File: src/rtl/soc_pkg.sv
// Bus types, response codes and address map shared by every block of the SoC bus, compiled first
package soc_pkg;

	typedef logic [31:0] addr_t;
	typedef logic [31:0] data_t;
	typedef logic [3:0] strb_t;
	typedef logic [1:0] resp_t;
	// One pad, 1 = pressed, bit 0 shifted in first
	typedef logic [7:0] buttons_t;

	localparam resp_t resp_okay = 2'd0;
	localparam resp_t resp_slverr = 2'd2;
	localparam resp_t resp_decerr = 2'd3;

	// Master to slave
	typedef struct packed {
		logic awvalid;
		addr_t awaddr;
		logic wvalid;
		data_t wdata;
		strb_t wstrb;
		logic bready;
		logic arvalid;
		addr_t araddr;
		logic rready;
	} axil_req_t;

	// Slave to master
	typedef struct packed {
		logic awready;
		logic wready;
		logic bvalid;
		resp_t bresp;
		logic arready;
		logic rvalid;
		data_t rdata;
		resp_t rresp;
	} axil_rsp_t;

	localparam addr_t boot_base = 32'h0201_0000;
	localparam int boot_window_bits = 16;
	localparam addr_t pad_base = 32'h0200_0200;
	localparam int pad_window_bits = 8;
	localparam addr_t counter_base = 32'h0200_0300;
	localparam int counter_window_bits = 8;

	// Register offsets inside the 8-bit pad and counter windows
	localparam logic [7:0] pad_ctrl_offs = 8'h00;
	localparam logic [7:0] pad_state_offs = 8'h04;
	localparam logic [7:0] count_lo_offs = 8'h00;
	localparam logic [7:0] count_hi_offs = 8'h04;

endpackage

File: src/rtl/pad_reader.sv
// Serial game pad reader: latches both pads, then clocks in eight buttons from each per frame
`timescale 1ns/100ps

module pad_reader #(
	parameter int pad_div = 256
) (
	input logic clk_50mhz,
	input logic resetn,
	input logic poll_enable,
	output logic pad_latch,
	output logic pad_clk,
	input logic pad0_data,
	input logic pad1_data,
	output soc_pkg::buttons_t pad0_state,
	output soc_pkg::buttons_t pad1_state,
	output logic frame_done
);

	localparam int div_bits = (pad_div > 1) ? $clog2(pad_div) : 1;

	typedef enum logic [1:0] {st_idle, st_latch, st_low, st_high} state_t;

	state_t state;
	logic [div_bits-1:0] div_cnt;
	logic [2:0] bit_cnt;
	logic tick;
	logic sample;
	logic frame_end;
	soc_pkg::buttons_t shift0;
	soc_pkg::buttons_t shift1;

	assign tick = (div_cnt == div_bits'(pad_div - 1));
	// Data is sampled at the end of the low half, before pad_clk rises
	assign sample = tick && (state == st_low);
	assign frame_end = tick && (state == st_high) && (bit_cnt == 3'd7);

	always_ff @(posedge clk_50mhz) begin
		if (!resetn) begin
			div_cnt <= '0;
			state <= st_idle;
			bit_cnt <= '0;
			pad_latch <= 1'b0;
			pad_clk <= 1'b0;
			frame_done <= 1'b0;
		end else begin
			frame_done <= 1'b0;
			div_cnt <= tick ? '0 : div_cnt + 1'b1;
			if (tick) begin
				case (state)
					st_idle: begin
						if (poll_enable) begin
							pad_latch <= 1'b1;
							state <= st_latch;
						end
					end
					st_latch: begin
						pad_latch <= 1'b0;
						bit_cnt <= '0;
						state <= st_low;
					end
					st_low: begin
						pad_clk <= 1'b1;
						state <= st_high;
					end
					default: begin
						pad_clk <= 1'b0;
						bit_cnt <= bit_cnt + 3'd1;
						if (bit_cnt == 3'd7) begin
							frame_done <= 1'b1;
							// Back-to-back frames while polling
							if (poll_enable) begin
								pad_latch <= 1'b1;
								state <= st_latch;
							end else begin
								state <= st_idle;
							end
						end else begin
							state <= st_low;
						end
					end
				endcase
			end
		end
	end

	// Pads drive active low, first bit ends up in bit 0
	always_ff @(posedge clk_50mhz) begin
		if (sample) begin
			shift0 <= {~pad0_data, shift0[7:1]};
			shift1 <= {~pad1_data, shift1[7:1]};
		end
		if (frame_end) begin
			pad0_state <= shift0;
			pad1_state <= shift1;
		end
	end

endmodule

File: config.mk
export PLATFORM = sky130hd
export DESIGN_NAME = pad_reader
export DESIGN_NICKNAME = d
export VERILOG_FILES = /design/src/rtl/soc_pkg.sv /design/src/rtl/pad_reader.sv
export SDC_FILE = /design/constraint.sdc
export NUM_CORES = 1
export LEC_CHECK = 0
export BUFFER_PORTS_ARGS = -buffer_cell sky130_fd_sc_hd__buf_2
export CAP_MARGIN = 20
export CORE_MARGIN = 5
export CORE_UTILIZATION = 55
export DETAILED_ROUTE_END_ITERATION = 6
export MAX_ROUTING_LAYER = met4
export PLACE_DENSITY_LB_ADDON = 0.15
export SLEW_MARGIN = 20
export SYNTH_ARGS = -nofsm -noshare
export SYNTH_HDL_FRONTEND = slang
export SYNTH_SLANG_ARGS = --single-unit
File: constraint.sdc
create_clock -name clk_50mhz -period 2.4 [get_ports clk_50mhz]
set_clock_uncertainty 0.1 [all_clocks]
set_input_delay 0.12 -clock clk_50mhz [delete_from_list [all_inputs] [get_ports clk_50mhz]]
set_output_delay 0.12 -clock clk_50mhz [all_outputs]
set_load 0.1 [all_outputs]
# [Yosys cells after proc, flatten, opt, wreduce, memory -nomap -nowiden]
# Cells that the tools add are included.
[classes] div_mod_pow=0 n_reduce_logical=13 shifts=0 n_eq_ne=6 bitwise_logic=7 mux=10 n_lt_le_gt_ge=0 multipliers=0 addsub=2
[ops] cell="$add A8 B1 Y8 const B" n=1
[ops] cell="$eq A8 B8 Y1 const B" n=1
[ops] cell="$not A1 Y1" n=7
[ops] cell="$pmux W2 S3" n=1
[ops] cell="$pmux W3 S2" n=1
[ops] cell="$reduce_and A2 Y1" n=3
[ops] cell="$reduce_or A2 Y1" n=3
[ops] cell="$reduce_or A5 Y1" n=1
[ops] cell="$eq A2 B2 Y1 const B" n=2
[ops] cell="$mux W1" n=4
[ops] cell="$mux W2" n=2
[ops] cell="$add A3 B1 Y3 const B" n=1
[ops] cell="$eq A3 B3 Y1 const B" n=1
[ops] cell="$logic_and A1 B1 Y1" n=3
[ops] cell="$pmux W1 S3" n=1
[ops] cell="$reduce_and A3 Y1" n=1
[ops] cell="$reduce_bool A3 Y1" n=1
[ops] cell="$eq A2 B1 Y1 const B" n=1
[ops] cell="$logic_not A2 Y1" n=1
[ops] cell="$ne A2 B2 Y1 const B" n=1
[ops] cell="$pmux W1 S2" n=1
[word_totals] ram_bits=0 wordCells=48 out_inout_bits=19 rom_bits=0 reg_bits=48 in_bits=5 latchBits=0 n_memories=0

# [Depth between registers and ports, before layout]
[depth] depth_word=4 depth_mapped=6 mapped_depth_nobuf=6

# [Worst setup path before layout]
# No wires, ideal clock.
[synth_path] kind="flip-flop to flip-flop" start="reg div_cnt[0]" end="reg pad0_state[0] (enable)" path_slack_ps=445 synth_period_minus_slack_ps=1955 arrival_ps=1482 required_ps=1926 path_stages_with_launch=5 path_cell_list="dfxtp_1 ha_1 and3_2 and2_2 and3_1"
[synth_between] elab_chain_len=3
[synth_lines] element="start, declared" line_no="pad_reader.sv:24" rtl="logic [div_bits-1:0] div_cnt;"
[synth_lines] element="start signal, assigned" line_no="pad_reader.sv:47" rtl="div_cnt <= tick ? '0 : div_cnt + 1'b1;"
[synth_lines] element="$eq A8 B8 Y1" line_no="pad_reader.sv:32" rtl="assign tick = (div_cnt == div_bits'(pad_div - 1));"
[synth_lines] element="$logic_and A1 B1 Y1 (2 in series)" line_no="pad_reader.sv:35" rtl="assign frame_end = tick && (state == st_high) && (bit_cnt == 3'd7);"
[synth_lines] element="named net frame_end" line_no="pad_reader.sv:28" rtl="logic frame_end;"
[synth_lines] element="end signal, assigned" line_no="pad_reader.sv:93" rtl="pad0_state <= shift0;"
[synth_lines] element="end, declared" line_no="pad_reader.sv:14" rtl="output soc_pkg::buttons_t pad0_state,"
# The timed path passes the listed nets, and every way through them passes these cells.
# A chain may end at the register's enable or synchronous reset.

# [Final worst setup path]
# Ends and elaborated chain as after synthesis.

==> results_dict.tcl <==
set metrics [dict create \
    cts.sinks 48 \
    worst-setup-path-type "register to register" \
    core_um2 3280 \
    die_y_um 67.6 \
    syn_nets 139 \
    synth.cell_area_um2 1830 \
    postCtsSetupBuffers 0 \
    p_per_area_nw_per_um2 607 \
    finalSetupViolations 0 \
    maxSlewViolCount 0 \
    seq_area_frac_synth_pct 70.1 \
    final_cells 205 \
    synth.area.mux_share_pct 3.29 \
    antenna_found_initial 0 \
    hold_viol_final 0 \
    ctsResizeCount 0 \
    crit_arrival_ns 1.88 \
    rsz0062_at_grt "false" \
    first_pass_iters 7 \
    grt.overflow.total 0 \
    yosysWarnings 0 \
    worstPathMaxFanout 16 \
    yosysUniqueCellTypes 30 \
    ios 24 \
    grt_use_total_pct 14.6 \
    start_util_pct 55.6 \
    fin_crit_sh_pct 80.2 \
    fp.dieW_um 67.6 \
    synth_compound_area_share_pct 3.84 \
    grt_pass1_wl_mm 4.70 \
    dp_cells 194 \
    drive_above_1_share_pct 26.4 \
    insertion_delay_ns 0.35 \
    cp-start-kind "register" \
    rows 21 \
    port-buffer-count 23 \
    synth-adder-area-share_pct 5.48 \
    hp-class "primary input to register" \
    outcome "finished clean" \
    fin_nets 171 \
    end_kind "register" \
    routed_wl_mm 2.63 \
    hpwl_mm 1.83 \
    grt_start_max_net_pins 22 \
    h-tree-depth 2 \
    gp_congestion 0.857 \
    tightestPinTransition_ns 0.496 \
    final_cell_mix "edfxtp_1 (32), buf_2 (23), dfxtp_1 (16)" \
    synthXorXnorAreaFrac_pct 2.40 \
    finalSetupTns_ns 0 \
    cts_tree "built" \
    design.die.area_um2 4570 \
    grt_pass1_vias 1041 \
    final.min_clock_period_ns 1.92 \
    fin_area_um2 2090 \
    num_vias 1028 \
    p_leak_uw 0.000793 \
    avgRoutedWirePerCell_um 12.8 \
    drt_iter0_drc 64 \
    postPlaceCellArea_um2 2000 \
    relSlewSlack_pct 67.2 \
    drc 0 \
    vias_per_cell 5.01 \
    required_ns 2.35 \
    synth_top_family_by_area "simple AND/OR/NAND/NOR gates" \
    synth-simple-area-share_pct 13.2 \
    cts_buffers 5 \
    ys_seq_elements 48 \
    peakVddDrop_v 0.000443 \
    synth_area_per_cell_um2 14.5 \
    diodes 0 \
    syn_inst 126 \
    maxCapViolCount 0 \
    holdBufCountCts 3 \
    clk_path_buf_depth 2 \
    ant_nets 0 \
    fmax_mhz 520 \
    path_clk_slew_ns 0.14 \
    areaGrowthSynthToFinish_pct 14.5 \
    fin_util_pct 63.7 \
    cts_root_buf "clkbuf_4" \
    final_common_cell "edfxtp_1" \
]
## cell usage after synthesis
library cell | count | area (um2)
o21ai_0 | 3 | 15.0
nand3_1 | 4 | 20.0
nand4b_1 | 1 | 8.76
edfxtp_1 | 32 | 961
inv_1 | 6 | 22.5
nor2_1 | 7 | 26.3
nand3b_1 | 2 | 15.0
and2_2 | 1 | 7.51
nand2b_1 | 1 | 6.26
and4_4 | 1 | 11.3
a21oi_1 | 1 | 5.00
o311ai_2 | 1 | 16.3
o41ai_1 | 1 | 8.76
a41oi_1 | 1 | 8.76
nand2_4 | 1 | 11.3
clkbuf_1 | 2 | 7.51
mux2i_1 | 6 | 60.1
dfxtp_1 | 16 | 320
and3_1 | 1 | 6.26
xnor2_1 | 2 | 17.5
nand2_1 | 13 | 48.8
or3_1 | 1 | 6.26
nor3_4 | 1 | 16.3
and2_1 | 3 | 18.8
o211ai_1 | 1 | 7.51
a21oi_2 | 1 | 8.76
ha_1 | 8 | 100
xor2_1 | 3 | 26.3
and4_1 | 1 | 8.76
and3_2 | 4 | 30.0
## registers in the layout (all words and copies together) (netlist names), 2 cells and up
register    count
pad1_state      8
bit_cnt         3
state           2
shift0          8
shift1          8
div_cnt         8
pad0_state      8
## critical path: stages, from the launching register on
cell     delay (ns)
dfxtp_1        0.45
ha_1           0.28
and3_2         0.25
and2_2         0.17
and3_1         0.15
buf_4          0.23
## logic make-up after synthesis
group,count (synthesis)
adder cells (fa/ha/maj),8
flip-flops,48
AO/OA/AOI/OAI,9
AND/OR/NAND/NOR,42
XOR/XNOR,5
multiplexers,6
buffers and inverters,8
## through the flow
stage / setup slack, ns / total power [uW] / hold slack [ns]
6_report: 0.476 / 1270 / 0.0647
5_1_grt: 0.404 / 1340 / 0.0808
4_1_cts: 0.481 / 1290 / 0.0426
3_5_place_dp: 0.511 / 919 / 0.258
3_3_place_gp: 0.567 / 917 / 0.257
2_1_floorplan: 0.445 / 911 / 0.151
## power by group
part,internal [uW],switching (uW),total [uW],leakage (uW)
registers,875,6.18,881,0.000417
clock network,116,249,364,0.0000274
logic,11.4,11.9,23.3,0.000348
total,1000,267,1270,0.000793
## routing by layer
metal  track usage, %  part of all wire [%]  vias to the layer above
met5                -                     0                        -
met4             6.08                   1.5                        0
met3             4.99                   5.1                        4
met2             22.5                    49                       20
met1             17.6                    44                      484
li1                 -                     -                      520
## layout make-up
type                            instances  area [um2]
Inverter                                6        22.5
Timing Repair Buffer                   27         153
Tap cell                               46        57.6
Sequential cell                        48        1280
Multi-Input combinational cell         70         515
Clock buffer                            5        37.5
Clock inverter                          3        23.8
Fill cell                             258        1190
## worst paths after layout
path,startpoint,to,slack (ns),cells after the start
worst min-delay path,resetn,bit_cnt[0],0.06,3
worst max register to register,div_cnt[0],pad0_state[0],0.48,5
worst max-delay path,div_cnt[0],pad0_state[0],0.48,5
worst min register to register,shift0[0],pad0_state[0],0.33,0
No activity file was read; power rests on OpenSTA's default activity.
