### src/rtl/soc_pkg.sv
// Bus types, response codes and address map shared by every block of the SoC bus, compiled first
package soc_pkg;

	typedef logic [31:0] addr_t;
	typedef logic [31:0] data_t;
	typedef logic [3:0] strb_t;
	typedef logic [1:0] resp_t;
	// One pad, 1 = pressed, bit 0 shifted in first
	typedef logic [7:0] buttons_t;

	localparam resp_t resp_okay = 2'd0;
	localparam resp_t resp_slverr = 2'd2;
	localparam resp_t resp_decerr = 2'd3;

	// Master to slave
	typedef struct packed {
		logic awvalid;
		addr_t awaddr;
		logic wvalid;
		data_t wdata;
		strb_t wstrb;
		logic bready;
		logic arvalid;
		addr_t araddr;
		logic rready;
	} axil_req_t;

	// Slave to master
	typedef struct packed {
		logic awready;
		logic wready;
		logic bvalid;
		resp_t bresp;
		logic arready;
		logic rvalid;
		data_t rdata;
		resp_t rresp;
	} axil_rsp_t;

	localparam addr_t boot_base = 32'h0201_0000;
	localparam int boot_window_bits = 16;
	localparam addr_t pad_base = 32'h0200_0200;
	localparam int pad_window_bits = 8;
	localparam addr_t counter_base = 32'h0200_0300;
	localparam int counter_window_bits = 8;

	// Register offsets inside the 8-bit pad and counter windows
	localparam logic [7:0] pad_ctrl_offs = 8'h00;
	localparam logic [7:0] pad_state_offs = 8'h04;
	localparam logic [7:0] count_lo_offs = 8'h00;
	localparam logic [7:0] count_hi_offs = 8'h04;

endpackage

### src/rtl/tick_counter.sv
// Free-running 64-bit system tick counter, read low word first to snapshot the high word
`timescale 1ns/100ps

module tick_counter (
	input logic clk_50mhz,
	input logic resetn,
	input soc_pkg::axil_req_t bus_req,
	output soc_pkg::axil_rsp_t bus_rsp
);

	logic [63:0] count_q;
	soc_pkg::data_t hi_snap_q;
	soc_pkg::data_t rdata_q;
	soc_pkg::resp_t rresp_q;
	logic [7:0] rd_offs;
	logic rvalid_q;
	logic bvalid_q;
	logic busy;
	logic rd_hs;
	logic wr_hs;

	assign busy = rvalid_q || bvalid_q;
	assign rd_hs = bus_req.arvalid && !busy;
	assign wr_hs = bus_req.awvalid && bus_req.wvalid && !bus_req.arvalid && !busy;
	assign rd_offs = bus_req.araddr[soc_pkg::counter_window_bits-1:0];

	always_ff @(posedge clk_50mhz) begin
		if (!resetn) begin
			count_q <= '0;
			hi_snap_q <= '0;
			rvalid_q <= 1'b0;
			bvalid_q <= 1'b0;
		end else begin
			count_q <= count_q + 64'd1;
			if (rd_hs && rd_offs == soc_pkg::count_lo_offs)
				hi_snap_q <= count_q[63:32];
			if (rd_hs)
				rvalid_q <= 1'b1;
			else if (bus_req.rready)
				rvalid_q <= 1'b0;
			if (wr_hs)
				bvalid_q <= 1'b1;
			else if (bus_req.bready)
				bvalid_q <= 1'b0;
		end
	end

	always_ff @(posedge clk_50mhz) begin
		if (rd_hs) begin
			rdata_q <= '0;
			rresp_q <= soc_pkg::resp_okay;
			if (rd_offs == soc_pkg::count_lo_offs)
				rdata_q <= count_q[31:0];
			else if (rd_offs == soc_pkg::count_hi_offs)
				rdata_q <= hi_snap_q;
			else
				rresp_q <= soc_pkg::resp_slverr;
		end
	end

	// Counter is read-only
	assign bus_rsp = '{
		awready: wr_hs,
		wready: wr_hs,
		bvalid: bvalid_q,
		bresp: soc_pkg::resp_slverr,
		arready: !busy,
		rvalid: rvalid_q,
		rdata: rdata_q,
		rresp: rresp_q
	};

endmodule

### config.mk
export PLATFORM = sky130hd
export DESIGN_NAME = tick_counter
export DESIGN_NICKNAME = d
export VERILOG_FILES = /design/src/rtl/soc_pkg.sv /design/src/rtl/tick_counter.sv
export SDC_FILE = /design/constraint.sdc
export NUM_CORES = 1
export LEC_CHECK = 0
export ABC_AREA = 1
export BUFFER_PORTS_ARGS = -buffer_cell sky130_fd_sc_hd__buf_2
export CAP_MARGIN = 20
export CORE_ASPECT_RATIO = 1.1
export CORE_MARGIN = 2
export CORE_UTILIZATION = 45
export CTS_CLUSTER_DIAMETER = 80
export CTS_CLUSTER_SIZE = 16
export DETAILED_ROUTE_END_ITERATION = 10
export PLACE_DENSITY = 0.78
export SKIP_LAST_GASP = 1
export SYNTH_ARGS = -nofsm -noshare
export SYNTH_HDL_FRONTEND = slang
export SYNTH_SLANG_ARGS = --single-unit
### constraint.sdc
create_clock -name clk_50mhz -period 1.5 [get_ports clk_50mhz]
set_clock_uncertainty 0.05 [all_clocks]
set_input_delay 0.075 -clock clk_50mhz [delete_from_list [all_inputs] [get_ports clk_50mhz]]
set_output_delay 0.075 -clock clk_50mhz [all_outputs]
set_load 0.05 [all_outputs]
======== Word level (Yosys, flattened, before mapping) ========
Index checks and enable logic that the tools add are counted.
storage, ports and cells
  register bits ........................... 132
  input port bits ......................... 107
  logic and storage cells ................. 26
operators by class
  add/sub/neg operators ................... 1
  equal/unequal tests ..................... 1
  mux-type cells .......................... 7
  reduce and logical (&&, ||, !) cells .... 11
operators with widths
  cell                                                 number
  adder 64 x 1 -> 64 bit, second input constant        1
  two-way mux 32 bit                                   2
  equality test 8 x 3 -> 1 bit, second input constant  1
  zero test 8 bit                                      1
  logical AND 1 bit                                    5
  two-way mux 1 bit                                    4
  nonzero test 2 bit                                   2
  zero test 1 bit                                      2
  two-way mux 2 bit                                    1
  logical OR 1 bit                                     1

======== Depth between registers and ports, before layout ========
  word-level depth ........................ 4
  mapped depth ............................ 10

======== Least setup slack after synthesis ========
OpenSTA, ideal clock, no wires.
  kind .................................... register -> register
  from .................................... register bvalid_q
  to ...................................... register rdata_q[0] (enable)
  setup time .............................. 0.378 ns
  arrival time ............................ 1.869 ns
  setup slack ............................. -0.797 ns
  cell stages (with the launch flop) ...... 5
  period minus slack after synthesis ...... 2.297 ns
  path through ............................ dfxtp_1 > nor2_1 > nand2_1 > clkinv_1 > buf_2
RTL lines
  what                    line                RTL
  start, declared         tick_counter.sv:17  logic bvalid_q;
  start signal, assigned  tick_counter.sv:32  bvalid_q <= 1'b0;
  start signal, assigned  tick_counter.sv:42  bvalid_q <= 1'b1;
  start signal, assigned  tick_counter.sv:44  bvalid_q <= 1'b0;
  end signal, assigned    tick_counter.sv:53  rdata_q <= count_q[31:0];
  end signal, assigned    tick_counter.sv:55  rdata_q <= hi_snap_q;
  end, declared           tick_counter.sv:13  soc_pkg::data_t rdata_q;

======== Worst setup path in the final report ========
  from .................................... register count_q[1]
  to ...................................... register count_q[59]
between the ends
  longest elaborated chain between the ends .. 1
RTL lines
  what                    line                RTL
  start, declared         tick_counter.sv:11  logic [63:0] count_q;
  start signal, assigned  tick_counter.sv:34  count_q <= count_q + 64'd1;
  adder 64 x 1 -> 64 bit  tick_counter.sv:34
No other way between the ends.
A chain may end at the register's enable or synchronous reset.

==> metrics.md <==
| Metric | Value |
|---|---|
| Type of destination of the critical path | `register` |
| Status | `complete, but fails checks` |
| Distinct cell type count of the synthesized netlist | `38` |
| Number of sinks handled by clock tree synthesis | `131` |
| Total detailed-routing wirelength | `22,000 um` |
| Failing checks | `setup timing` |
| Port Buffer Count | `between 50 and 60` |
| IO Count | `approximately 150` |
| Later-pin clock latency in the skew report | `0.44 ns` |
| Final-report hold violation count | `0` |
| Antenna violations before repair | `0` |
| Sequential element share of the synthesized area | `between 40% and 50%` |
| Cells along the critical path | `buf_6, nand2_4, nor2_4, buf_6, nand2_8, buf_4, inv_1, nand2_1, nor2_4, nand3_2, nand2_1, nor2_1` |
| Required time at the worst-slack endpoint | `~1.8 ns` |
| Global-route usage over all layers | `between 20% and 30%` |
| Critical register-to-register path endpoint | `count_q[59]` |
| Global route total overflow | `0` |
| Classification of the worst-slack hold path | `in -> reg` |
| Peak clock frequency supported by timing | `approximately 600 MHz` |
| Commonest cells after routing, fill and taps aside | `sky130_fd_sc_hd__nand2_1 (200), sky130_fd_sc_hd__buf_4 (150), sky130_fd_sc_hd__nor2_1 (121)` |
| Post-layout instance area | `approximately 9600 sq um` |
| Setup violation total in the final timing report | `47` |
| Most common cell after layout, fill and taps aside | `sky130_fd_sc_hd__nand2_1` |
| Length in cells of the worst reg-to-reg path | `12` |
| WL per Instance | `~17 um` |
| Final worst path period share | `111%` |
| Number of nets with antenna violations after routing | `0` |
| Placed instance area | `around 8300 sq um` |
| Area growth from synthesis to layout | `43.8%` |
| Total vias in the final route | `between 6,000 and 7,000` |
| Number of warning messages in the yosys log | `0` |
| Number of nets in the final layout | `around 1,200` |
| Number of max-cap violations | `0` |
| Data arrival time of the critical path | `just under 2 ns` |
| Biggest cell delay along the critical path | `roughly 0.38 ns` |
| Power density cells | `between 800 and 900 nW/um^2` |
| Worst setup slack after layout | `-0.170 ns` |
| Maximum resistive drop on vdd | `just under 0.0008 V` |
| Startpoint of the lowest-slack register-to-register path | `count_q[1]` |
| Number of iterations in the first detailed-routing pass | `6` |
| CTS tree | `yes` |
| Largest fanout on the critical path | `4` |
| Via-to-Cell Ratio | `5.24` |
| Flip-flop and latch count after synthesis | `~130` |
| CP bufs+invs | `4` |
| Mean Syn Cell Area | `7.39 sq um` |
| Last weighted congestion value of the routability-driven placer | `between 1 and 1.5` |
| Crit path time final | `between 1.5 and 2 ns` |
| Switching Fraction | `about 23%` |
| Maximum number of pins on one net before global-route repair | `between 40 and 50` |
| Endpoint of the worst hold path | `count_q[1]` |
| Worst slack after detailed placement | `-0.219 ns` |
| Final max-slew violation count | `0` |
| Number of standard cells in the layout, taps in and fillers out | `about 1,300` |
| Sequential group share of total power | `43.5%` |
| Maximum level of the CTS H-tree | `4` |
| Sort of element at the start of the critical path | `register` |
| Area of the die | `about 16,000 sq um` |
| Count of unresolved DRC violations after routing | `0` |
| Combinational fraction of design power | `~6.3%` |
| FP Rows | `46` |
| Count of routing violations after the opening detailed-route iteration | `between 600 and 700` |
| Sw Pwr | `1960 uW` |
| Number of cells traversed by the worst hold path | `4` |
| Number of instances in the synthesized netlist | `903` |
| Final-layout setup total negative slack | `-3.93 ns` |
| Antenna diode count | `0` |
| Area inside the core boundary | `14,400 sq um` |
| Die Span X | `roughly 120 um` |
| Total leakage power | `roughly 0.0042 uW` |
| Fraction of final layout cells with drive strength greater than 1 | `between 30 and 40%` |
| Wire length of the first global-routing pass | `33,300 um` |
| Internal power of the cells | `6540 uW` |
| Category of cells accounting for the largest share of critical-path delay | `simple AND/OR/NAND/NOR gates` |
| Initial Util | `roughly 46%` |
| HPWL after DPL | `between 15,000 and 20,000 um` |
| Number of clock buffers inserted by TritonCTS | `17` |
| Via count of the first global-routing pass | `roughly 6,500` |
| Clock network fraction of total power | `around half` |
| Total power | `between 8000 and 9000 uW` |
| Origin of the worst min-delay path | `resetn` |
| Clock-pin slew on the worst setup and hold paths | `0.05 ns` |
| FF-to-FF setup slack | `-0.17 ns` |
| Fill cells | `1,089` |
| Cell total after placement | `1,268` |
| Die boundary height | `132 um` |
| Cell Area, Synth | `about 6700 sq um` |
| Critical path's slowest cell | `sky130_fd_sc_hd__dfxtp_4` |
| CTS Buffer Depth | `2` |
| Worst Setup Path Type | `reg -> reg` |
| Unrepaired setup endpoints after global routing | `yes` |
| Buffer type at the clock tree root | `sky130_fd_sc_hd__clkbuf_16` |
[power by group through the flow]
stage | combinational [uW] | sequential, uW | clock (uW)
2_1_floorplan | 192 | 3940 | 0
3_3_place_gp | 485 | 3780 | 0
3_5_place_dp | 492 | 3780 | 0
4_1_cts | 513 | 3700 | 4310
5_1_grt | 556 | 3700 | 4440
6_report | 534 | 3700 | 4270
[final cells by class]
type                            count  area, sq um  area share, %
Tap cell                          192          240           2.50
Timing Repair Buffer              223         1690           17.6
Clock inverter                     10          131           1.37
Multi-Input combinational cell    650         3720           38.7
Inverter                           90          338           3.52
Sequential cell                   131         3010           31.3
Clock buffer                       22          474           4.94
[cell usage after synthesis]
master                     number  area (sq um)
sky130_fd_sc_hd__dfxtp_1       98          1960
sky130_fd_sc_hd__buf_1          1          3.75
sky130_fd_sc_hd__o21a_1         4          30.0
sky130_fd_sc_hd__nand2_2        9          56.3
sky130_fd_sc_hd__a22o_2         1          10.0
sky130_fd_sc_hd__xor2_1        10          87.6
sky130_fd_sc_hd__nand3_2        3          30.0
sky130_fd_sc_hd__nor3_1         3          15.0
sky130_fd_sc_hd__nor2_4         9           101
sky130_fd_sc_hd__nor2_1       163           612
sky130_fd_sc_hd__clkinv_1       1          3.75
sky130_fd_sc_hd__nand2_1      230           863
sky130_fd_sc_hd__o21ai_0       11          55.1
sky130_fd_sc_hd__a21oi_1       57           285
sky130_fd_sc_hd__nand4_1       13          81.3
sky130_fd_sc_hd__inv_1         84           315
sky130_fd_sc_hd__o21bai_2       3          33.8
sky130_fd_sc_hd__nand3_1       57           285
sky130_fd_sc_hd__clkbuf_1      12          45.0
sky130_fd_sc_hd__a21o_1         1          7.51
sky130_fd_sc_hd__nor3b_2        1          12.5
sky130_fd_sc_hd__xnor2_1        2          17.5
sky130_fd_sc_hd__buf_2          9          45.0
sky130_fd_sc_hd__nor3b_1        2          15.0
sky130_fd_sc_hd__nor2b_1        2          12.5
sky130_fd_sc_hd__clkbuf_8       1          13.8
sky130_fd_sc_hd__nor2_2        17           106
sky130_fd_sc_hd__ha_1           1          12.5
sky130_fd_sc_hd__nand3b_4       1          20.0
sky130_fd_sc_hd__nand2_4        7          78.8
sky130_fd_sc_hd__a22o_1        31           272
sky130_fd_sc_hd__edfxtp_1      33           991
sky130_fd_sc_hd__conb_1         2          7.51
sky130_fd_sc_hd__nor2_8         2          40.0
sky130_fd_sc_hd__o21bai_1       7          52.6
sky130_fd_sc_hd__buf_6          1          11.3
sky130_fd_sc_hd__buf_4          9          67.6
sky130_fd_sc_hd__inv_2          5          18.8
[flip-flops by register name (all words and copies together) (netlist names)]
name       flops
count_q       64
hi_snap_q     32
rresp_q        1
bvalid_q       1
rdata_q       32
rvalid_q       1
[worst max-delay path by stage]
| stage | startpoint | to | slack, ns | cells past startpoint |
|---|---|---|---|---|
| floorplan | rvalid_q | rdata_q[0] | -0.004 | 4 |
| global route | count_q[1] | count_q[37] | -0.23 | 8 |
| CTS | count_q[0] | count_q[56] | -0.08 | 10 |
| global placement | count_q[42] | count_q[55] | -0.19 | 9 |
| finish | count_q[1] | count_q[59] | -0.17 | 12 |
| detailed placement | count_q[42] | count_q[55] | -0.22 | 9 |
[worst reg2reg max path, delay by kind of cell, from the launching register on]
kind                   cells  cell delay (ns)
AND/OR/NAND/NOR            8             0.67
buffers and inverters      4             0.46
flip-flops                 1             0.38
[metrics by stage]
stage	utilization (%)	hold slack [ns]
2_1_floorplan	-	0.188
3_3_place_gp	57.1	0.282
3_5_place_dp	57.1	0.297
4_1_cts	63.7	0.0519
5_1_grt	66.5	0.0736
6_report	66.5	0.0624
[cell families after synthesis]
kind of cell               count (synthesis)  synth area share, %
other                                      2                0.112
and+or+nand+nor                          519                 34.9
DFF                                      131                 44.2
xor gates and xnor gates                  12                 1.57
buffers and inverters                    123                 7.85
adders and majority gates                  1                0.187
AOI/OAI and AO/OA                        115                 11.2
[routing by layer]
metal | vias to the layer above | wire length [um] | global-route usage (%)
met2 | 279 | 10600 | 45.3
met3 | 76 | 1420 | 6.31
met5 | - | 0 | 0
li1 | 3320 | - | -
met4 | 0 | 913 | 13.1
met1 | 3225 | 9070 | 33.1
[repair_timing]
action                                  in CTS  in global routing
pin swaps                                   30                 38
hold buffers                                 4                  0
resized for setup                           85                105
endpoints found under the setup margin      53                 57
setup buffers                                7                  9
hold endpoints to repair                     2                  0
No activity file was read; power rests on OpenSTA's default activity.
