$ cat config.mk
export PLATFORM = sky130hd
export DESIGN_NAME = pad_regs
export DESIGN_NICKNAME = d
export VERILOG_FILES = /design/src/rtl/soc_pkg.sv /design/src/rtl/pad_regs.sv
export SDC_FILE = /design/constraint.sdc
export NUM_CORES = 1
export LEC_CHECK = 0
export ABC_AREA = 1
export BUFFER_PORTS_ARGS = -buffer_cell sky130_fd_sc_hd__buf_2
export CORE_ASPECT_RATIO = 1.2
export CORE_UTILIZATION = 32
export CTS_CLUSTER_DIAMETER = 200
export DETAILED_ROUTE_END_ITERATION = 12
export PLACE_DENSITY = 0.88
export RECOVER_POWER = 25
export SYNTH_ARGS = -nofsm -noshare
export SYNTH_HDL_FRONTEND = slang
export SYNTH_SLANG_ARGS = --single-unit
$ cat constraint.sdc
create_clock -name clk_50mhz -period 1.3 [get_ports clk_50mhz]
set_input_delay 0.13 -clock clk_50mhz [delete_from_list [all_inputs] [get_ports clk_50mhz]]
set_output_delay 0.13 -clock clk_50mhz [all_outputs]
set_load 0.01 [all_outputs]
$ cat src/rtl/soc_pkg.sv
// Bus types, response codes and address map shared by every block of the SoC bus, compiled first
package soc_pkg;

	typedef logic [31:0] addr_t;
	typedef logic [31:0] data_t;
	typedef logic [3:0] strb_t;
	typedef logic [1:0] resp_t;
	// One pad, 1 = pressed, bit 0 shifted in first
	typedef logic [7:0] buttons_t;

	localparam resp_t resp_okay = 2'd0;
	localparam resp_t resp_slverr = 2'd2;
	localparam resp_t resp_decerr = 2'd3;

	// Master to slave
	typedef struct packed {
		logic awvalid;
		addr_t awaddr;
		logic wvalid;
		data_t wdata;
		strb_t wstrb;
		logic bready;
		logic arvalid;
		addr_t araddr;
		logic rready;
	} axil_req_t;

	// Slave to master
	typedef struct packed {
		logic awready;
		logic wready;
		logic bvalid;
		resp_t bresp;
		logic arready;
		logic rvalid;
		data_t rdata;
		resp_t rresp;
	} axil_rsp_t;

	localparam addr_t boot_base = 32'h0201_0000;
	localparam int boot_window_bits = 16;
	localparam addr_t pad_base = 32'h0200_0200;
	localparam int pad_window_bits = 8;
	localparam addr_t counter_base = 32'h0200_0300;
	localparam int counter_window_bits = 8;

	// Register offsets inside the 8-bit pad and counter windows
	localparam logic [7:0] pad_ctrl_offs = 8'h00;
	localparam logic [7:0] pad_state_offs = 8'h04;
	localparam logic [7:0] count_lo_offs = 8'h00;
	localparam logic [7:0] count_hi_offs = 8'h04;

endpackage

$ cat src/rtl/pad_regs.sv
// AXI-lite registers of the pad reader: poll enable control and the latched button states
`timescale 1ns/100ps

module pad_regs (
	input logic clk_50mhz,
	input logic resetn,
	input soc_pkg::axil_req_t bus_req,
	output soc_pkg::axil_rsp_t bus_rsp,
	output logic poll_enable,
	input soc_pkg::buttons_t pad0_state,
	input soc_pkg::buttons_t pad1_state,
	input logic frame_done
);

	logic [15:0] state_q;
	logic [7:0] rd_offs;
	logic [7:0] wr_offs;
	soc_pkg::data_t rdata_q;
	soc_pkg::resp_t rresp_q;
	soc_pkg::resp_t bresp_q;
	logic rvalid_q;
	logic bvalid_q;
	logic busy;
	logic rd_hs;
	logic wr_hs;

	assign busy = rvalid_q || bvalid_q;
	assign rd_hs = bus_req.arvalid && !busy;
	assign wr_hs = bus_req.awvalid && bus_req.wvalid && !bus_req.arvalid && !busy;
	assign rd_offs = bus_req.araddr[soc_pkg::pad_window_bits-1:0];
	assign wr_offs = bus_req.awaddr[soc_pkg::pad_window_bits-1:0];

	always_ff @(posedge clk_50mhz) begin
		if (!resetn) begin
			poll_enable <= 1'b0;
			state_q <= '0;
			rvalid_q <= 1'b0;
			bvalid_q <= 1'b0;
		end else begin
			if (wr_hs && wr_offs == soc_pkg::pad_ctrl_offs && bus_req.wstrb[0])
				poll_enable <= bus_req.wdata[0];
			if (frame_done)
				state_q <= {pad1_state, pad0_state};
			if (rd_hs)
				rvalid_q <= 1'b1;
			else if (bus_req.rready)
				rvalid_q <= 1'b0;
			if (wr_hs)
				bvalid_q <= 1'b1;
			else if (bus_req.bready)
				bvalid_q <= 1'b0;
		end
	end

	always_ff @(posedge clk_50mhz) begin
		if (rd_hs) begin
			rdata_q <= '0;
			rresp_q <= soc_pkg::resp_okay;
			if (rd_offs == soc_pkg::pad_ctrl_offs)
				rdata_q <= {31'd0, poll_enable};
			else if (rd_offs == soc_pkg::pad_state_offs)
				rdata_q <= {16'd0, state_q};
			else
				rresp_q <= soc_pkg::resp_slverr;
		end
		// Only pad_ctrl takes writes
		if (wr_hs)
			bresp_q <= (wr_offs == soc_pkg::pad_ctrl_offs) ? soc_pkg::resp_okay : soc_pkg::resp_slverr;
	end

	assign bus_rsp = '{
		awready: wr_hs,
		wready: wr_hs,
		bvalid: bvalid_q,
		bresp: bresp_q,
		arready: !busy,
		rvalid: rvalid_q,
		rdata: rdata_q,
		rresp: rresp_q
	};

endmodule

**Yosys cells after proc, flatten, opt, wreduce, memory -nomap -nowiden**

Cells that the tools add are included.

- Output and inout bits: 42
- Flip-flop bits (word level): 55

- Bitwise operators: 1
- Equal/unequal tests: 1
- Multiplexer cells: 8
- Reductions and logical operators: 14

Operators with widths:

| kind | number |
|---|---|
| $logic_not 8->1 | 2 |
| $eq 8x3->1 const B | 1 |
| $logic_and 1x1->1 | 6 |
| $mux 1 | 6 |
| $mux 2 | 2 |
| $reduce_bool 2->1 | 2 |
| $logic_not 1->1 | 2 |
| $reduce_or 2->1 | 1 |
| $logic_or 1x1->1 | 1 |
| $not 1->1 | 1 |

**Longest topological paths before layout**

Gate-level depths: netlist of run 1.

- Depth after elaboration: 5
- Gate-level depth with buffers: 7
- Gate-level depth less buffers: 7

**Least setup slack after synthesis of run 1**

OpenSTA, ideal clock, no wires.

- Path type: register to register
- Start: reg bvalid_q
- End: reg rdata_q[0] (enable)
- Stages on the path, launching flop included: 4
- Slack: -188 ps
- Data required time: 921 ps
- Data arrival time: 1109 ps
- Buffers on the path: 0
- Library setup time: 379 ps
- Cells stage by stage: dfxtp_1 nor2_2 inv_2 nor2_2

RTL lines:

| what | line | text |
|---|---|---|
| start, declared | pad_regs.sv:22 | `logic bvalid_q;` |
| start signal, assigned | pad_regs.sv:38 | `bvalid_q <= 1'b0;` |
| start signal, assigned | pad_regs.sv:49 | `bvalid_q <= 1'b1;` |
| start signal, assigned | pad_regs.sv:51 | `bvalid_q <= 1'b0;` |
| end signal, assigned | pad_regs.sv:60 | `rdata_q <= {31'd0, poll_enable};` |
| end signal, assigned | pad_regs.sv:62 | `rdata_q <= {16'd0, state_q};` |
| end, declared | pad_regs.sv:18 | `soc_pkg::data_t rdata_q;` |

==> impl_metrics.json, run 1 <==
{
  "multi_input_area_um2": 493.0,
  "fp.dieW_um": 67.14,
  "pre_cts_ws_ns": 0.09929,
  "synthCells": 169,
  "synth_top_area_cell": "edfxtp_1",
  "drive_above_1_share": 0.4098,
  "violations": "DRC",
  "cts_hold_buf": 0,
  "cts_root_buffer": "clkbuf_8",
  "p_leak_nw": 0.9771,
  "ys_seq_area_frac": 0.5653,
  "grt_usage": 0.1170,
  "clockBufferDepth": 2,
  "die_y_um": 80.16,
  "endpoint_kind": "output port",
  "numPortBuffers": 65,
  "start_util": 0.3321,
  "p_total_mw": 2.601,
  "maxSlewHeadroom": 0.6654,
  "fmax_mhz": 819.4,
  "drcViolationCount": 1,
  "routed_wl_um": 3044,
  "hold_class": "input pin to flop",
  "setup_viol": 0,
  "fin_crit_sh": 0.9388,
  "drv_slew": 0,
  "setup_tns_ns": 0,
  "cts.sink_count": 37,
  "antenna_found_initial": 0,
  "vias": 1256,
  "clock-skew-final_ns": 0.005203,
  "firstDrtPassIters": 8,
  "layout_setup_ws_ns": 0.07954,
  "final_hold_viol_count": 0,
  "coreArea_um2": 4905,
  "r2r-start": "bvalid_q",
  "final_util": 0.4362,
  "area_delta_synth_final_pct": 31.34,
  "gp_congestion": 0.7055,
  "clkSlewWorstSetupHoldPaths_ns": 0.07,
  "ff_latch_area_um2": 920.9,
  "critPathKind": "flop to output port",
  "die-area_um2": 5382,
  "syn_area_per_cell_um2": 9.639,
  "antenna_cells": 0,
  "htree_levels": 2,
  "yosysUniqueCellTypes": 20,
  "cts_tree": "built",
  "synth_top_area_share": 0.3318,
  "cts_resized": 0,
  "outcome": "finished with violations",
  "power.density_nw_per_um2": 1216,
  "numCtsBuffers": 5,
  "finalCriticalPeriod_ns": 1.220,
  "pin_count": 166,
  "cp.arrival_ns": 1.09,
  "grt_pass1_vias": 1093,
  "synth_seq_cells": 37,
  "detailed_place_hpwl_um": 2300,
  "hold_ws_ns": 0.1205,
  "holdPathStages": 3,
  "rows": 28,
  "routedWlPerCell_um": 10.01,
  "synth_area_um2": 1629,
  "crit_required_ns": 1.17,
  "drt_iter0_markers": 102,
  "ant_nets": 0,
  "worstSkewPairLatency_ns": 0.29,
  "grt_max_degree": 33,
  "timing_worst_slew_pin_value_ns": 0.5019,
  "regToRegEndpoint": "rdata_q[3]",
  "grt_pass1_wl_um": 4547,
  "peakVddDrop_mv": 0.4195,
  "synth_area_leaders": "edfxtp_1 33%, dfxtp_1 23%, buf_4 10%",
  "maxCapViolCount": 0,
  "nets": 367,
  "rrSetupSlack_ns": 0.10,
  "reg2regPathDepth": 5,
  "holdPathEnd": "state_q[8]",
  "startpoint_type": "flop",
  "fillers": 492,
  "cp_max_fo": 3,
  "viasPerCell": 4.132,
  "min_from": "pad1_state[0]",
  "yosys_warnings": 0,
  "rsz0062_at_grt": "no",
  "grt_overflow_total": 0
}
-- worst max-delay path, stage by stage (launching register included) --
cell and delay, ns:
dfxtp_1 0.33, nor2_2 0.16, inv_2 0.08, nor2_4 0.10, buf_2 0.14
-- power by group --
group	leakage [nW]	switching, mW	internal (mW)	total, mW
clock network	0.0518	0.395	0.564	0.959
logic	0.592	0.185	0.149	0.334
registers	0.333	0.0183	1.29	1.31
total	0.977	0.599	2.00	2.60
-- synth_stat cells --
| master | number |
|---|---|
| inv_2 | 1 |
| clkbuf_1 | 2 |
| o21ai_0 | 17 |
| inv_1 | 23 |
| nor3_4 | 1 |
| buf_6 | 1 |
| nor2_2 | 11 |
| nor2_4 | 2 |
| nand2_1 | 6 |
| clkbuf_2 | 1 |
| nor2_1 | 20 |
| nand4_1 | 2 |
| nand3_4 | 1 |
| buf_4 | 22 |
| a21oi_1 | 18 |
| conb_1 | 1 |
| buf_2 | 1 |
| dfxtp_1 | 19 |
| edfxtp_1 | 18 |
| nand3_1 | 2 |
-- how the worst max path moves through the flow --
stage                   from           to  slack (ns)  cells after the start
floorplan           bvalid_q   rdata_q[0]        0.02                      3
global placement    bvalid_q     rvalid_q        0.17                      7
detailed placement  bvalid_q     rvalid_q         0.1                      7
CTS                 rvalid_q  bus_rsp[40]        0.05                      4
global route        bvalid_q  bus_rsp[39]        0.01                      4
finish              bvalid_q  bus_rsp[39]        0.08                      4
-- cell families (layout without fill, tap and decap cells) --
| logic type | Yosys count | after routing | share of synthesized area |
|---|---|---|---|
| compound gates | 35 | 35 | 0.1075 |
| buf+inv | 51 | 109 | 0.1743 |
| flops | 37 | 37 | 0.5653 |
| other cells | 1 | 18 | 0.002302 |
| simple gates | 45 | 45 | 0.1505 |
-- cell usage in the layout (no fill, tap or decap) --
| cell type | n |
|---|---|
| nor2_1 | 20 |
| nand3_1 | 2 |
| clkbuf_8 | 5 |
| nor3_4 | 1 |
| buf_2 | 65 |
| edfxtp_1 | 18 |
| o21ai_0 | 17 |
| inv_2 | 1 |
| clkbuf_2 | 1 |
| nor2_4 | 3 |
| buf_4 | 8 |
| nor2_2 | 10 |
| nand2_1 | 6 |
| nand4_1 | 2 |
| bufinv_16 | 1 |
| dfxtp_1 | 19 |
| inv_1 | 23 |
| a21oi_1 | 18 |
| nand3_4 | 1 |
| buf_12 | 3 |
| clkinv_1 | 1 |
| clkinvlp_4 | 1 |
| conb_1 | 18 |
-- registers in the layout, indices dropped and copies added, names as in the netlist --
| name | cells |
|---|---|
| rresp_q | 1 |
| bresp_q | 1 |
| bvalid_q | 1 |
| poll_enable | 1 |
| rvalid_q | 1 |
| rdata_q | 16 |
| state_q | 16 |
-- layout make-up --
| type | count | share of cell area |
|---|---|---|
| flip-flops and latches | 37 | 0.4304 |
| well taps | 60 | 0.03509 |
| inverters | 24 | 0.04211 |
| repair buffers | 77 | 0.2105 |
| multi-input cells | 98 | 0.2304 |
| clock inverters | 3 | 0.01930 |
| clock buffers | 5 | 0.03216 |
-- layer usage --
metal	vias up	wire length [um]	global-route usage
met5	-	0	0
met4	0	85	0.07021
li1	650	-	-
met2	68	1338	0.1810
met3	7	436	0.07670
met1	531	1183	0.1141
-- metrics by stage --
stage	cells	cell area, um^2
global placement	287	1952
global route	304	2140
floorplan	186	1698
finish	304	2140
detailed placement	287	1952
CTS	297	2077
-- repair_timing --
action,in CTS,in global routing
setup endpoints to repair,2,2
pin swaps,2,1
endpoints found under the hold margin,0,0
buffers inserted,2,7
Note: power is estimated with default switching activity, not from simulation.
==> run 2, diff against run 1 <==
- RECOVER_POWER: 25 -> 100
==> run 2 against run 1 <==
  * The run still ends with DRC left
  * Sequential cell count is the same
  * Setup slack lost 0.019 ns
  * Register-to-register slack lost 0.04 ns
  * Hold slack gained 0.00083 ns
  * Cell count is the same
  * Clock power is essentially flat
  * Total power shrank 0.81%
  * Sequential power is essentially flat
  * Non-clock buffer count is the same
  * Die area is the same
  * Core utilization shrank 1.5 points
  * Critical path depth grew 1
  * Critical endpoint is now rdata_q[9]
  * Largest power group unchanged
  * Highest routed layer unchanged
==> impl_metrics.json, run 2 (synthesis results as in run 1) <==
{
  "area_delta_synth_final_pct": 26.96,
  "drive_above_1_share": 0.3074,
  "pin_count": 166,
  "routed_wl_um": 3079,
  "drt_iter0_markers": 86,
  "nets": 367,
  "numPortBuffers": 65,
  "cts_tree": "built",
  "critPathKind": "flop to flop",
  "violations": "DRC",
  "dpl_cell_area_um2": 1952,
  "p_leak_nw": 0.8951,
  "worstSkewPairLatency_ns": 0.29,
  "numCtsBuffers": 5,
  "fin_crit_sh": 0.9532,
  "hold_class": "input pin to flop",
  "drcViolationCount": 1,
  "fin_cells": 304,
  "start_util": 0.3321,
  "grt_pass1_wl_um": 4547,
  "routedWlPerCell_um": 10.13,
  "grt_max_degree": 33,
  "maxSlewHeadroom": 0.6657,
  "ant_nets": 0,
  "placedCellCount": 287,
  "startpoint_type": "flop",
  "drv_slew": 0,
  "antenna_cells": 0,
  "maxCapViolCount": 0,
  "cp_max_fo": 9,
  "grt_overflow_total": 0,
  "rows": 28,
  "rsz0062_at_grt": "no",
  "crit_required_ns": 1.30,
  "firstDrtPassIters": 8,
  "grt_pass1_vias": 1093,
  "vias": 1267,
  "die-area_um2": 5382,
  "power.density_nw_per_um2": 1247,
  "detailed_place_hpwl_um": 2300,
  "endpoint_kind": "flop",
  "final_cell_area_um2": 2068,
  "fp.dieW_um": 67.14,
  "final_hold_viol_count": 0,
  "clock-skew-final_ns": 0.004880,
  "cts_root_buffer": "clkbuf_8",
  "peakVddDrop_mv": 0.4194,
  "setup_viol": 0,
  "outcome": "finished with violations",
  "final_cell_mix": "42 x buf_2, 23 x inv_1, 22 x nor2_1, 22 x clkbuf_1, 19 x dfxtp_1",
  "grt_usage": 0.1170,
  "htree_levels": 2,
  "viasPerCell": 4.168,
  "final_common_cell": "buf_2",
  "gp_congestion": 0.7055,
  "setup_tns_ns": 0,
  "fmax_mhz": 807.0,
  "reg.largest.list": "rdata_q: 16 flops, state_q: 16 flops",
  "timing_worst_slew_pin_value_ns": 0.5014,
  "antenna_found_initial": 0,
  "cp.arrival_ns": 1.24,
  "clockBufferDepth": 2,
  "die_y_um": 80.16,
  "finalCriticalPeriod_ns": 1.239,
  "clkSlewWorstSetupHoldPaths_ns": 0.07,
  "cts.sink_count": 37,
  "coreArea_um2": 4905
}
==> run 2: cell types whose count changed in the layout (fill, tap and decap cells not counted) <==
cell / previous run / this run
nand3_1: 2 / 3
buf_2: 65 / 42
buf_4: 8 / 4
buf_12: 3 / 1
buf_6: 0 / 1
nand3_4: 1 / 0
clkbuf_4: 0 / 3
clkbuf_2: 1 / 4
clkbuf_1: 0 / 22
nor2_2: 10 / 8
nor2_1: 20 / 22
==> run 2: worst paths after layout <==
| check | slack (ns) | cells past startpoint | from | endpoint |
|---|---|---|---|---|
| hold / removal | 0.12 | 3 | pad1_state[0] | state_q[8] |
| hold reg to reg | 0.46 | 2 | state_q[2] | state_q[2] |
| setup / recovery | 0.06 | 5 | bvalid_q | rdata_q[9] |
| setup reg to reg | 0.06 | 5 | bvalid_q | rdata_q[9] |
==> run 2: what timing repair did <==
| action | CTS | global route |
|---|---|---|
| resized for setup | 0 | 0 |
| setup buffers | 2 | 7 |
| pin swaps | 2 | 1 |
| setup endpoints to repair | 2 | 2 |
| hold endpoints to repair | 0 | 0 |
| hold buffers | 0 | 0 |
==> run 2: layout make-up <==
| class | count | area (um^2) |
|---|---|---|
| Tap cell | 60 | 75.07 |
| Clock buffer | 5 | 68.82 |
| Inverter | 24 | 90.09 |
| Clock inverter | 3 | 41.29 |
| Timing Repair Buffer | 77 | 396.6 |
| Sequential cell | 37 | 920.9 |
| Multi-Input combinational cell | 98 | 475.5 |
| Fill cell | 514 | 2836 |
==> run 2: worst max-delay path, cell delays in order (launching register included) <==
cell      delay, ns
dfxtp_1        0.33
nor2_2         0.15
inv_2          0.08
nor2_4         0.10
buf_12         0.13
clkbuf_1       0.15
==> run 2: report_power, final <==
part | internal, mW | switching [mW]
Sequential | 1.29 | 0.0195
Combinational | 0.131 | 0.182
Clock | 0.564 | 0.393
==> run 2: routing by layer <==
metal	vias up	wire [um]	share of wire	GRT usage
li1	651	-	-	-
met1	533	1173	0.38	0.1141
met2	76	1338	0.43	0.1810
met3	7	479	0.16	0.07670
met4	0	87	0.028	0.07021
met5	-	0	0	0
==> run 2: through the flow <==
stage / setup WS (ns) / total power, mW / util / hold slack (ns)
after floorplan: 0.02371 / 1.538 / - / 0.2684
after global placement: 0.1715 / 1.612 / 0.3980 / 0.4077
after detailed placement: 0.09929 / 1.627 / 0.3980 / 0.4194
after CTS: 0.05377 / 2.585 / 0.4235 / 0.1159
after global routing: 0.004371 / 2.698 / 0.4217 / 0.1253
final: 0.06085 / 2.580 / 0.4217 / 0.1213
